[src/common/dma_pkg.sv]
// DMA descriptor package
// Table entry layout, field offsets, direction and the FSM state encodings
// shared by the slave decoder, the request table, the engine and the master

`default_nettype none

package dma_pkg;

  ////////////////////////////////////////////////////////////////////////////
  // Entry fields and descriptor
  ////////////////////////////////////////////////////////////////////////////

  // Copy direction, bit 0 of the control field
  typedef enum logic {
    DIR_REMOTE_TO_LOCAL = 1'b0,
    DIR_LOCAL_TO_REMOTE = 1'b1
  } dma_dir_e;

  // Byte offsets inside one 32-byte entry window
  typedef enum logic [4:0] {
    FIELD_LADDR  = 5'h00,
    FIELD_SIZE   = 5'h04,
    FIELD_RADDR  = 5'h08,
    FIELD_CTRL   = 5'h0C,
    FIELD_STATUS = 5'h14
  } dma_field_e;

  // Entry index, wide enough for 128 entries
  typedef logic [7:0] dma_idx_t;

  // One request, 81 bits
  typedef struct packed {
    logic [31:0] laddr;
    logic [31:0] raddr;
    logic [15:0] size;
    dma_dir_e    dir;
  } dma_req_t;

  // Field write from the slave decoder into the table
  typedef struct packed {
    dma_idx_t    idx;
    dma_field_e  field;
    logic [31:0] data;
    logic        en;
  } dma_field_wr_t;

  ////////////////////////////////////////////////////////////////////////////
  // Engine to master operations and FSM states
  ////////////////////////////////////////////////////////////////////////////

  typedef enum logic {
    OP_READ  = 1'b0,
    OP_WRITE = 1'b1
  } dma_op_e;

  // Single-word bus operation, req held until done
  typedef struct packed {
    logic [31:0] addr;
    logic [31:0] wdata;
    dma_op_e     opcode;
    logic        req;
  } dma_op_t;

  typedef enum logic [2:0] {
    ENG_IDLE,
    ENG_LOAD,
    ENG_READ,
    ENG_WRITE,
    ENG_DONE
  } dma_eng_state_e;

  typedef enum logic {
    MST_IDLE,
    MST_BUSY
  } dma_mst_state_e;

endpackage

`default_nettype wire

[src/common/wb_pkg.sv]
// Wishbone classic bus package
// Request and response bundles used on both the slave and the master port

`default_nettype none

package wb_pkg;

  ////////////////////////////////////////////////////////////////////////////
  // Classic cycle signals
  ////////////////////////////////////////////////////////////////////////////

  // Master to slave
  // sel is all ones from the master, ignored by the slave
  typedef struct packed {
    logic        cyc;
    logic        stb;
    logic        we;
    logic [31:0] adr;
    logic [31:0] dat;
    logic [3:0]  sel;
  } wb_req_t;

  // Slave to master
  typedef struct packed {
    logic        ack;
    logic [31:0] dat;
  } wb_rsp_t;

  // Byte lanes for full-word accesses
  localparam logic [3:0] WB_SEL_WORD = 4'hF;

endpackage

`default_nettype wire

[src/dma_slave/dma_bus_interface.sv]
// DMA slave bus decoder
// Wishbone classic slave with a registered single-cycle ack; turns writes
// into table field writes and answers status reads from the done vector

`timescale 1ns/1ps
`default_nettype none

module dma_bus_interface #(
  parameter int TABLE_ENTRIES = 4
) (
  input  wire                    clk,
  input  wire                    arst_n_i,
  input  wb_pkg::wb_req_t        wb_req_i,
  output wb_pkg::wb_rsp_t        wb_rsp_o,
  output dma_pkg::dma_field_wr_t field_wr_o,
  input  wire [TABLE_ENTRIES-1:0] done_i
);

  import dma_pkg::*;
  import wb_pkg::*;

  // Entry pointer width, at most 7 bits
  localparam int PTR_W = $clog2(TABLE_ENTRIES);

  ////////////////////////////////////////////////////////////////////////////
  // Address decode
  ////////////////////////////////////////////////////////////////////////////

  logic [PTR_W-1:0] entry_ptr;
  dma_field_e       field;
  logic             req_new;
  logic [31:0]      rd_data;
  logic             ack_q;
  logic [31:0]      rdat_q;

  // Entry window is 32 bytes wide
  assign entry_ptr = wb_req_i.adr[PTR_W+4:5];
  assign field     = dma_field_e'(wb_req_i.adr[4:0]);

  // First cycle of a classic request, blocked while ack is out
  assign req_new = wb_req_i.cyc & wb_req_i.stb & ~ack_q;

  // Only status is readable
  always_comb begin
    rd_data = '0;
    if (field == FIELD_STATUS) begin
      rd_data[0] = done_i[entry_ptr];
    end
  end

  ////////////////////////////////////////////////////////////////////////////
  // Response
  ////////////////////////////////////////////////////////////////////////////

  always_ff @(posedge clk or negedge arst_n_i) begin
    if (!arst_n_i) begin
      ack_q <= 1'b0;
    end else begin
      ack_q <= req_new;
    end
  end

  // Read data sampled on the ack edge
  always_ff @(posedge clk) begin
    if (req_new) begin
      rdat_q <= rd_data;
    end
  end

  assign wb_rsp_o.ack = ack_q;
  assign wb_rsp_o.dat = rdat_q;

  // Field write lands on the same edge that raises ack
  assign field_wr_o.idx   = dma_idx_t'(entry_ptr);
  assign field_wr_o.field = field;
  assign field_wr_o.data  = wb_req_i.dat;
  assign field_wr_o.en    = req_new & wb_req_i.we;

endmodule

`default_nettype wire

[src/dma_slave/dma_request_table.sv]
// DMA request table
// Descriptor storage with per-entry valid and done flags; presents the
// lowest armed and unfinished entry to the transfer engine

`timescale 1ns/1ps
`default_nettype none

module dma_request_table #(
  parameter int TABLE_ENTRIES = 4
) (
  input  wire                     clk,
  input  wire                     arst_n_i,
  input  dma_pkg::dma_field_wr_t  field_wr_i,
  output logic [TABLE_ENTRIES-1:0] done_o,
  output logic                    pend_o,
  output dma_pkg::dma_idx_t       pend_idx_o,
  output dma_pkg::dma_req_t       pend_req_o,
  input  wire                     complete_i,
  input  dma_pkg::dma_idx_t       complete_idx_i
);

  import dma_pkg::*;

  localparam int PTR_W = $clog2(TABLE_ENTRIES);

  dma_req_t               req_mem [TABLE_ENTRIES];
  logic [TABLE_ENTRIES-1:0] valid_q;
  logic [TABLE_ENTRIES-1:0] done_q;
  logic [PTR_W-1:0]       wr_ptr;
  logic [PTR_W-1:0]       cpl_ptr;
  logic [PTR_W-1:0]       pend_ptr;
  logic                   arm;

  // Upper index bits beyond the table size are ignored
  assign wr_ptr  = field_wr_i.idx[PTR_W-1:0];
  assign cpl_ptr = complete_idx_i[PTR_W-1:0];
  assign arm     = field_wr_i.en & (field_wr_i.field == FIELD_STATUS);

  ////////////////////////////////////////////////////////////////////////////
  // Descriptor fields
  ////////////////////////////////////////////////////////////////////////////

  always_ff @(posedge clk) begin
    if (field_wr_i.en) begin
      case (field_wr_i.field)
        FIELD_LADDR: req_mem[wr_ptr].laddr <= field_wr_i.data;
        FIELD_SIZE:  req_mem[wr_ptr].size  <= field_wr_i.data[15:0];
        FIELD_RADDR: req_mem[wr_ptr].raddr <= field_wr_i.data;
        FIELD_CTRL:  req_mem[wr_ptr].dir   <= dma_dir_e'(field_wr_i.data[0]);
        // Status write only arms, handled with the flags
        default: ;
      endcase
    end
  end

  ////////////////////////////////////////////////////////////////////////////
  // Valid and done flags
  ////////////////////////////////////////////////////////////////////////////

  always_ff @(posedge clk or negedge arst_n_i) begin
    if (!arst_n_i) begin
      valid_q <= '0;
      done_q  <= '0;
    end else begin
      // Completion retires the entry
      if (complete_i) begin
        valid_q[cpl_ptr] <= 1'b0;
        done_q[cpl_ptr]  <= 1'b1;
      end
      // Arm reopens it; later in the block so it wins on a clash
      if (arm) begin
        valid_q[wr_ptr] <= 1'b1;
        done_q[wr_ptr]  <= 1'b0;
      end
    end
  end

  assign done_o = done_q;

  ////////////////////////////////////////////////////////////////////////////
  // Next pending entry
  ////////////////////////////////////////////////////////////////////////////

  // Scan from the top so the lowest index is assigned last
  always_comb begin
    pend_o   = 1'b0;
    pend_ptr = '0;
    for (int i = TABLE_ENTRIES - 1; i >= 0; i--) begin
      if (valid_q[i] && !done_q[i]) begin
        pend_o   = 1'b1;
        pend_ptr = PTR_W'(i);
      end
    end
  end

  assign pend_idx_o = dma_idx_t'(pend_ptr);
  assign pend_req_o = req_mem[pend_ptr];

endmodule

`default_nettype wire

[src/hdl/dma_top.sv]
// DMA top level
// Slave decoder, request table, transfer engine and bus master

`timescale 1ns/1ps
`default_nettype none

module dma_top #(
  parameter int TABLE_ENTRIES = 4
) (
  input  wire             clk,
  input  wire             arst_n_i,
  input  wb_pkg::wb_req_t wbs_req_i,
  output wb_pkg::wb_rsp_t wbs_rsp_o,
  output wb_pkg::wb_req_t wbm_req_o,
  input  wb_pkg::wb_rsp_t wbm_rsp_i,
  output logic            irq_o
);

  import dma_pkg::*;

  ////////////////////////////////////////////////////////////////////////////
  // Internal links
  ////////////////////////////////////////////////////////////////////////////

  dma_field_wr_t            field_wr;
  logic [TABLE_ENTRIES-1:0] done;
  logic                     pend;
  dma_idx_t                 pend_idx;
  dma_req_t                 pend_req;
  logic                     complete;
  dma_idx_t                 complete_idx;
  dma_op_t                  op;
  logic                     op_done;
  logic [31:0]              op_rdata;

  dma_bus_interface #(
    .TABLE_ENTRIES(TABLE_ENTRIES)
  ) u_bus_if (
    .clk        (clk),
    .arst_n_i   (arst_n_i),
    .wb_req_i   (wbs_req_i),
    .wb_rsp_o   (wbs_rsp_o),
    .field_wr_o (field_wr),
    .done_i     (done)
  );

  dma_request_table #(
    .TABLE_ENTRIES(TABLE_ENTRIES)
  ) u_table (
    .clk            (clk),
    .arst_n_i       (arst_n_i),
    .field_wr_i     (field_wr),
    .done_o         (done),
    .pend_o         (pend),
    .pend_idx_o     (pend_idx),
    .pend_req_o     (pend_req),
    .complete_i     (complete),
    .complete_idx_i (complete_idx)
  );

  dma_transfer_engine u_engine (
    .clk            (clk),
    .arst_n_i       (arst_n_i),
    .pend_i         (pend),
    .pend_idx_i     (pend_idx),
    .pend_req_i     (pend_req),
    .complete_o     (complete),
    .complete_idx_o (complete_idx),
    .irq_o          (irq_o),
    .op_o           (op),
    .op_done_i      (op_done),
    .op_rdata_i     (op_rdata)
  );

  dma_wb_master u_master (
    .clk        (clk),
    .arst_n_i   (arst_n_i),
    .op_i       (op),
    .op_done_o  (op_done),
    .op_rdata_o (op_rdata),
    .wb_req_o   (wbm_req_o),
    .wb_rsp_i   (wbm_rsp_i)
  );

endmodule

`default_nettype wire

[src/hdl/dma_transfer_engine.sv]
// DMA transfer engine
// Takes one pending request, copies its words with a read and a write
// per word, then signals completion and a one-cycle interrupt

`timescale 1ns/1ps
`default_nettype none

module dma_transfer_engine (
  input  wire               clk,
  input  wire               arst_n_i,
  input  wire               pend_i,
  input  dma_pkg::dma_idx_t pend_idx_i,
  input  dma_pkg::dma_req_t pend_req_i,
  output logic              complete_o,
  output dma_pkg::dma_idx_t complete_idx_o,
  output logic              irq_o,
  output dma_pkg::dma_op_t  op_o,
  input  wire               op_done_i,
  input  wire [31:0]        op_rdata_i
);

  import dma_pkg::*;

  dma_eng_state_e state_q;
  dma_eng_state_e state_d;
  dma_req_t       req_q;
  dma_idx_t       idx_q;
  logic [31:0]    data_q;
  logic [15:0]    rem_q;
  logic [15:0]    word_q;
  logic [31:0]    offset;
  logic [31:0]    src_addr;
  logic [31:0]    dst_addr;

  ////////////////////////////////////////////////////////////////////////////
  // Address generation
  ////////////////////////////////////////////////////////////////////////////

  // Word counter to byte offset
  assign offset = {14'b0, word_q, 2'b00};

  always_comb begin
    if (req_q.dir == DIR_LOCAL_TO_REMOTE) begin
      src_addr = req_q.laddr + offset;
      dst_addr = req_q.raddr + offset;
    end else begin
      src_addr = req_q.raddr + offset;
      dst_addr = req_q.laddr + offset;
    end
  end

  ////////////////////////////////////////////////////////////////////////////
  // FSM
  ////////////////////////////////////////////////////////////////////////////

  always_comb begin
    state_d = state_q;
    case (state_q)
      ENG_IDLE:  if (pend_i) state_d = ENG_LOAD;
      // Empty request skips the bus entirely
      ENG_LOAD:  state_d = (req_q.size == 16'd0) ? ENG_DONE : ENG_READ;
      ENG_READ:  if (op_done_i) state_d = ENG_WRITE;
      ENG_WRITE: begin
        if (op_done_i) begin
          state_d = (rem_q == 16'd1) ? ENG_DONE : ENG_READ;
        end
      end
      ENG_DONE:  state_d = ENG_IDLE;
      default:   state_d = ENG_IDLE;
    endcase
  end

  always_ff @(posedge clk or negedge arst_n_i) begin
    if (!arst_n_i) begin
      state_q <= ENG_IDLE;
      rem_q   <= '0;
      word_q  <= '0;
    end else begin
      state_q <= state_d;
      if (state_q == ENG_LOAD) begin
        rem_q  <= req_q.size;
        word_q <= '0;
      end else if (state_q == ENG_WRITE && op_done_i) begin
        rem_q  <= rem_q - 16'd1;
        word_q <= word_q + 16'd1;
      end
    end
  end

  // Request snapshot and read buffer
  always_ff @(posedge clk) begin
    if (state_q == ENG_IDLE && pend_i) begin
      req_q <= pend_req_i;
      idx_q <= pend_idx_i;
    end
    if (state_q == ENG_READ && op_done_i) begin
      data_q <= op_rdata_i;
    end
  end

  ////////////////////////////////////////////////////////////////////////////
  // Outputs
  ////////////////////////////////////////////////////////////////////////////

  // Operation held until the master reports it done
  always_comb begin
    op_o.addr   = src_addr;
    op_o.wdata  = data_q;
    op_o.opcode = OP_READ;
    op_o.req    = 1'b0;
    if (state_q == ENG_READ) begin
      op_o.req = 1'b1;
    end else if (state_q == ENG_WRITE) begin
      op_o.addr   = dst_addr;
      op_o.opcode = OP_WRITE;
      op_o.req    = 1'b1;
    end
  end

  assign complete_o     = (state_q == ENG_DONE);
  assign complete_idx_o = idx_q;
  assign irq_o          = (state_q == ENG_DONE);

endmodule

`default_nettype wire

[src/hdl/dma_wb_master.sv]
// DMA bus master
// Runs one single-word Wishbone classic read or write per engine
// operation and reports its end with the returned data

`timescale 1ns/1ps
`default_nettype none

module dma_wb_master (
  input  wire              clk,
  input  wire              arst_n_i,
  input  dma_pkg::dma_op_t op_i,
  output logic             op_done_o,
  output logic [31:0]      op_rdata_o,
  output wb_pkg::wb_req_t  wb_req_o,
  input  wb_pkg::wb_rsp_t  wb_rsp_i
);

  import dma_pkg::*;
  import wb_pkg::*;

  dma_mst_state_e state_q;
  logic           we_q;
  logic [31:0]    adr_q;
  logic [31:0]    dat_q;

  ////////////////////////////////////////////////////////////////////////////
  // Cycle control
  ////////////////////////////////////////////////////////////////////////////

  // BUSY spans the whole classic cycle, cleared on the ack edge
  always_ff @(posedge clk or negedge arst_n_i) begin
    if (!arst_n_i) begin
      state_q <= MST_IDLE;
    end else begin
      case (state_q)
        MST_IDLE: if (op_i.req) state_q <= MST_BUSY;
        MST_BUSY: if (wb_rsp_i.ack) state_q <= MST_IDLE;
        default:  state_q <= MST_IDLE;
      endcase
    end
  end

  // Address, direction and data held stable for the cycle
  always_ff @(posedge clk) begin
    if (state_q == MST_IDLE && op_i.req) begin
      we_q  <= (op_i.opcode == OP_WRITE);
      adr_q <= op_i.addr;
      dat_q <= op_i.wdata;
    end
  end

  ////////////////////////////////////////////////////////////////////////////
  // Bus and engine side
  ////////////////////////////////////////////////////////////////////////////

  assign wb_req_o.cyc = (state_q == MST_BUSY);
  assign wb_req_o.stb = (state_q == MST_BUSY);
  assign wb_req_o.we  = we_q;
  assign wb_req_o.adr = adr_q;
  assign wb_req_o.dat = dat_q;
  assign wb_req_o.sel = WB_SEL_WORD;

  // Done in the ack cycle, engine takes the data on that edge
  assign op_done_o  = (state_q == MST_BUSY) & wb_rsp_i.ack;
  assign op_rdata_o = wb_rsp_i.dat;

endmodule

`default_nettype wire

[config.mk]
export PLATFORM = sky130hd
export DESIGN_NAME = dma_top
export DESIGN_NICKNAME = d
export VERILOG_FILES = /design/src/common/dma_pkg.sv /design/src/common/wb_pkg.sv /design/src/dma_slave/dma_bus_interface.sv /design/src/dma_slave/dma_request_table.sv /design/src/hdl/dma_top.sv /design/src/hdl/dma_transfer_engine.sv /design/src/hdl/dma_wb_master.sv
export SDC_FILE = /design/constraint.sdc
export NUM_CORES = 1
export LEC_CHECK = 0
export BUFFER_PORTS_ARGS = -buffer_cell sky130_fd_sc_hd__buf_2
export CORE_MARGIN = 1.5
export CORE_UTILIZATION = 50
export CTS_CLUSTER_SIZE = 14
export DETAILED_ROUTE_END_ITERATION = 12
export HOLD_SLACK_MARGIN = 0.05
export PLACE_DENSITY = 0.69
export SLEW_MARGIN = 25
export SYNTH_ARGS = -nofsm -noshare
export SYNTH_HDL_FRONTEND = slang
export SYNTH_HIERARCHICAL = 1
export SYNTH_SLANG_ARGS = --single-unit
[constraint.sdc]
create_clock -name clk -period 16.45 [get_ports clk]
set_clock_uncertainty 0.15 [all_clocks]
set_input_delay 1.645 -clock clk [delete_from_list [all_inputs] [get_ports clk]]
set_output_delay 1.645 -clock clk [all_outputs]
set_load 0.005 [all_outputs]
== Word level (Yosys, flattened, before mapping) ==
Memories as Yosys holds them, arrays and structs flattened. A register that Yosys moved wholly into a read port is not among the register bits.
Index checks and enable logic that the tools add are counted.
W data, S select, Z words.

* Add/sub/neg operators: 4
* Reductions and logical operators: 19
* Mux-type cells: 49
* Bitwise operators: 13
* Equality and inequality tests: 12
* Order comparisons: 4

{| class="wikitable"
|+ Operators by type and width
! cell !! count
|-
| $mux W32 || 4
|-
| $add A32 B18 Y32 || 2
|-
| $mux W16 || 4
|-
| $mux W1 || 22
|-
| $add A16 B1 Y16 const B || 1
|-
| $eq A16 B1 Y1 const B || 1
|-
| $logic_not A16 Y1 || 1
|-
| $mux W4 || 4
|-
| $sub A16 B1 Y16 const B || 1
|-
| $mux W3 || 5
|-
| $pmux W3 S4 || 1
|-
| $eq A5 B4 Y1 const B || 2
|-
| $logic_and A1 B1 Y1 || 10
|-
| $mux W2 || 5
|-
| $and A4 B4 Y4 || 2
|-
| $not A4 Y4 || 2
|-
| $or A4 B4 Y4 || 2
|-
| $eq A3 B2 Y1 const B || 2
|-
| $lt A2 B3 Y1 const B || 2
|-
| $ne A2 B1 Y1 const B || 3
|-
| $and A1 B1 Y1 || 5
|-
| $eq A5 B3 Y1 const B || 1
|-
| $eq A5 B5 Y1 const B || 1
|-
| $logic_not A5 Y1 || 1
|-
| other kinds (11) || 17
|}

* Register bits after elaboration: 145
* RAM bits: 324
* Output and inout port bits: 105
* Input bits: 106
* Memories: 1
* Word-level logic and storage cells: 115

{| class="wikitable"
|+ Memory list
! name !! words !! width !! rd ports !! clocked after memory_dff !! write ports !! line !! RTL
|-
| u_table.req_mem || 4 || 81 || 1 || 1 || 1 || dma_request_table.sv:26 || <nowiki>dma_req_t req_mem [TABLE_ENTRIES];</nowiki>
|}

== Logic depth before layout (Yosys ltp) ==
* Word-level depth: 9
* Mapped depth: 10
* Depth with buffers taken out: 9

== By module ==
Netlist, hierarchy kept.

{| class="wikitable"
|+ Modules (own cells, without submodules)
! module !! area each (sq um) !! times used !! sequential area each (sq um) !! cells an instance
|-
| dma_request_table || 14595.2 || 1 || 9929.5 || 1001
|-
| dma_transfer_engine || 8114.0 || 1 || 4509.3 || 709
|-
| dma_wb_master || 2301.0 || 1 || 1976.9 || 110
|-
| dma_bus_interface || 689.4 || 1 || 55.1 || 86
|}

== Least setup slack after synthesis ==
Ideal clock, no wire load.

* Kind: flip-flop to flip-flop
* Start: register u_table.done_q[1], in the netlist u_table/done_o[1]
* End: register u_engine.idx_q[0], in the netlist u_engine/complete_idx_o[0], enable pin
* Path buffers: 3
* Setup slack: 5.164 ns
* Stages on the path, launching flop included: 7
* Arrival: 10.350 ns
* Setup time: 0.786 ns
* Period minus slack after synthesis: 11.286 ns
* Required time: 15.514 ns
* Cells stage by stage: dfrtp_1 > nand2b_1 > buf_2 > buf_2 > buf_2 > nand4_1 > nor4b_1

* Word-level cells in the longest chain between the ends: 5

{| class="wikitable"
|+ RTL lines
! item !! line !! RTL
|-
| start: declaration || dma_request_table.sv:28 || <nowiki>logic [TABLE_ENTRIES-1:0] done_q;</nowiki>
|-
| start signal: assignment || dma_request_table.sv:63 || <nowiki>done_q <= '0;</nowiki>
|-
| start signal: indexed assignment || dma_request_table.sv:68 || <nowiki>done_q[cpl_ptr] <= 1'b1;</nowiki>
|-
| start signal: indexed assignment || dma_request_table.sv:73 || <nowiki>done_q[wr_ptr] <= 1'b0;</nowiki>
|-
| $logic_not A1 Y1 || dma_request_table.sv:89 || <nowiki>if (valid_q[i] && !done_q[i]) begin</nowiki>
|-
| $logic_and A1 B1 Y1 || dma_request_table.sv:89 ||
|-
| $mux W1 (2 in a row) || dma_request_table.sv:89 ||
|-
| net pend || dma_top.sv:27 || <nowiki>logic pend;</nowiki>
|-
| $logic_and A1 B1 Y1 || dma_transfer_engine.sv:92 || <nowiki>if (state_q == ENG_IDLE && pend_i) begin</nowiki>
|-
| end signal: assignment || dma_transfer_engine.sv:94 || <nowiki>idx_q <= pend_idx_i;</nowiki>
|-
| end: declaration || dma_transfer_engine.sv:27 || <nowiki>dma_idx_t idx_q;</nowiki>
|}

The timed path passes the listed nets, and every way through them passes these cells.
A chain may end at the register's enable or synchronous reset.

== Worst setup path after layout ==
* Start: register u_engine.state_q[1]
* End: output port irq_o

* Word-level cells in the longest chain between the ends: 1

{| class="wikitable"
|+ RTL lines
! item !! line !! RTL
|-
| start: declaration || dma_transfer_engine.sv:24 || <nowiki>dma_eng_state_e state_q;</nowiki>
|-
| start signal: assignment || dma_transfer_engine.sv:79 || <nowiki>state_q <= state_d;</nowiki>
|-
| $eq A3 B3 Y1 || dma_transfer_engine.sv:122 || <nowiki>assign irq_o = (state_q == ENG_DONE);</nowiki>
|-
| end: declaration || dma_top.sv:16 || <nowiki>output logic irq_o</nowiki>
|}

No other way between the ends.

==> metrics.md <==
| Metric | Value |
|---|---|
| Status | `complete, no violations` |
| Final #Nets | `2049` |
| Cts bufs inserted | `54` |
| Worst Path Required | `14.66 ns` |
| Deepest clock path buffer count | `3` |
| # port buffers | `146` |
| Drc violations | `0` |
| Most common cell after layout, fill and taps aside | `edfxtp_1` |
| Post-DR wirelength/cell | `22.18 um` |
| Placed cell area | `0.02602 mm^2` |
| M1 GR Usage | `30.44%` |
| Placer Congestion | `0.8665` |
| Vias per cell | `6.088` |
| Area Growth Syn to Fin | `9.375%` |
| Cts repair resizes | `0` |
| Most Crowded Layer GR | `met2` |
| Most frequent cells in the layout | `505 x edfxtp_1, 158 x nand2_1, 146 x buf_2` |
| Reg2reg setup slack | `12.90 ns` |
| RSZ-0062 raised after global routing | `false` |
| CP peak stage delay | `0.64 ns` |
| Skew-Pair Late Insertion Delay | `0.61 ns` |
| Site Rows | `82` |
| Slew @ Worst Pin | `1.020 ns` |
| Total gr overflow | `0` |
| Drt total wl | `58160 um` |
| Initial antenna violation count | `5` |
| Max cap viols | `0` |
| Initial Utilization | `50.68%` |
| Clk slew on worst S/H paths | `0.06 ns` |
| DIE AREA | `0.05221 mm^2` |
| Setup_tns | `0 ns` |
| Critical-path top delay cell | `nor3b_1` |
| Pre-antenna DRT Iters | `6` |
| Core Box Area | `0.05017 mm^2` |
| Die height | `228.5 um` |
| Largest net degree at the start of global routing | `108` |
| Power density cells | `108.0 mW/mm^2` |
| CP Buf/Inv Count | `1` |
| Maximum clock rate | `264.2 MHz` |
| Post-DP HPWL | `35050 um` |
| Hold Buf Count CTS | `0` |
| Cell area after synthesis | `0.02543 mm^2` |
| Met3 usage | `4.416%` |
| CP startpoint kind | `flip-flop` |
| Worst VDD drop | `66.12 uV` |
| Clock Root Buffer | `clkbuf_16` |
| Minimum clock period after layout | `3.784 ns` |
| Fraction of layout cells with a size suffix above 1 | `19.77%` |
| Vias post-DR | `15960` |
| Met2 GRT Util | `35.49%` |
| Fill count | `3976` |
| First-pass GRT wire length | `90090 um` |
| CP cell instances | `nor3b_1 -> buf_2` |
| Die X | `228.5 um` |
| Area of the multi-input gates | `0.007820 mm^2` |
| CTS tree | `yes` |
| All-Layer GR Usage | `22.06%` |
| Clk sinks | `550` |
| Boundary Pins | `211` |
| Fin. max-slew vios | `0` |
| Final hold vios | `0` |
| Seq. cell area | `0.01629 mm^2` |
| Slew margin rel. | `31.95%` |
| Final ANT Viol Nets | `0` |
| Hold Path Class | `flip-flop to flip-flop` |
| Final setup vio count | `0` |
| Crit Path Max Fanout | `14` |
| Post-CTS setup buffers | `0` |
| Post-Place Cells | `2521` |
| Arr. time, crit path | `1.99 ns` |
| Final std cells w/o fill | `2622` |
| Total power draw | `0.003004 W` |
| Number of global-route vias before repair | `15620` |
| Leak | `9.887 nW` |
| Synth warnings | `6` |
| CP top delay family | `simple AND/OR/NAND/NOR gates` |
| H-tree Lvls | `2` |
| Syn_area_per_cell | `13.47 um^2` |
| Crit Path Class | `flip-flop to output pin` |
| Setup crit end kind | `output pin` |
| Number of DRC markers in iteration 0 | `1539` |
| Tcrit/Tclk final | `23.01%` |
| Cell count after synthesis | `1887` |
| Final instance area | `0.02781 mm^2` |
-- state kept, by name, summed over array words and instances (netlist names), 3 cells and up --
| signal | cells |
|---|---|
| u_table/req_mem | 324 |
| u_master/dat_q | 32 |
| u_engine/req_q | 81 |
| u_engine/rem_q | 16 |
| u_table/valid_q | 4 |
| u_engine/state_q | 3 |
| u_master/adr_q | 32 |
| u_engine/word_q | 16 |
| u_engine/data_q | 32 |
| u_table/done_o | 4 |
-- report_power, final --
group / total, W / internal [W] / switching, W / leakage, nW
Combinational: 0.000192 / 0.0000758 / 0.000116 / 3.89
Sequential: 0.00159 / 0.00157 / 0.0000257 / 5.14
Clock: 0.00122 / 0.000705 / 0.000513 / 0.854
Total: 0.00300 / 0.00235 / 0.000654 / 9.89
-- layout make-up --
cell class                      instances  area share, %
Sequential cell                       550          58.58
Clock buffer                           65          5.084
Multi-Input combinational cell       1102          28.12
Tap cell                              672          3.023
Clock inverter                         32          1.201
Antenna cell                            3        0.02700
Timing Repair Buffer                  180          3.721
Inverter                               18         0.2430
-- metal layers --
| layer | share of wire, % | vias to the layer above | routed length, um |
|---|---|---|---|
| li1 | - | 7304 | - |
| met1 | 43 | 7890 | 24900 |
| met2 | 47 | 658 | 27280 |
| met3 | 7.7 | 108 | 4457 |
| met4 | 2.6 | 4 | 1503 |
| met5 | 0.040 | - | 23 |
-- through the flow --
stage / worst slack, ns / hold slack, ns / util, %
final: 12.67 / 0.2672 / 55.43
after global routing: 12.53 / 0.2725 / 55.42
after CTS: 12.61 / 0.2691 / 55.35
after detailed placement: 12.20 / 0.2545 / 51.87
after global placement: 12.12 / 0.2505 / 51.79
after floorplan: 5.802 / 0.2503 / -
-- worst paths after layout --
| path | start | to | depth (start not counted) |
|---|---|---|---|
| setup / recovery | u_engine/state_q[1]$_DFFE_PN0P_ | irq_o | 2 |
| hold / removal | u_engine/data_q[4]$_DFFE_PP_ | u_master/dat_q[4]$_DFFE_PP_ | 0 |
| setup reg to reg | u_table/done_o[3]$_DFF_PN0_ | u_engine/req_q[60]$_DFFE_PP_ | 7 |
| hold reg to reg | u_engine/data_q[4]$_DFFE_PP_ | u_master/dat_q[4]$_DFFE_PP_ | 0 |
| max in group asynchronous | arst_n_i | u_engine/word_q[10]$_DFFE_PN0P_ | 2 |
| min in group asynchronous | arst_n_i | u_table/done_o[3]$_DFF_PN0_ | 1 |
Power figures use the tool's default switching activity.
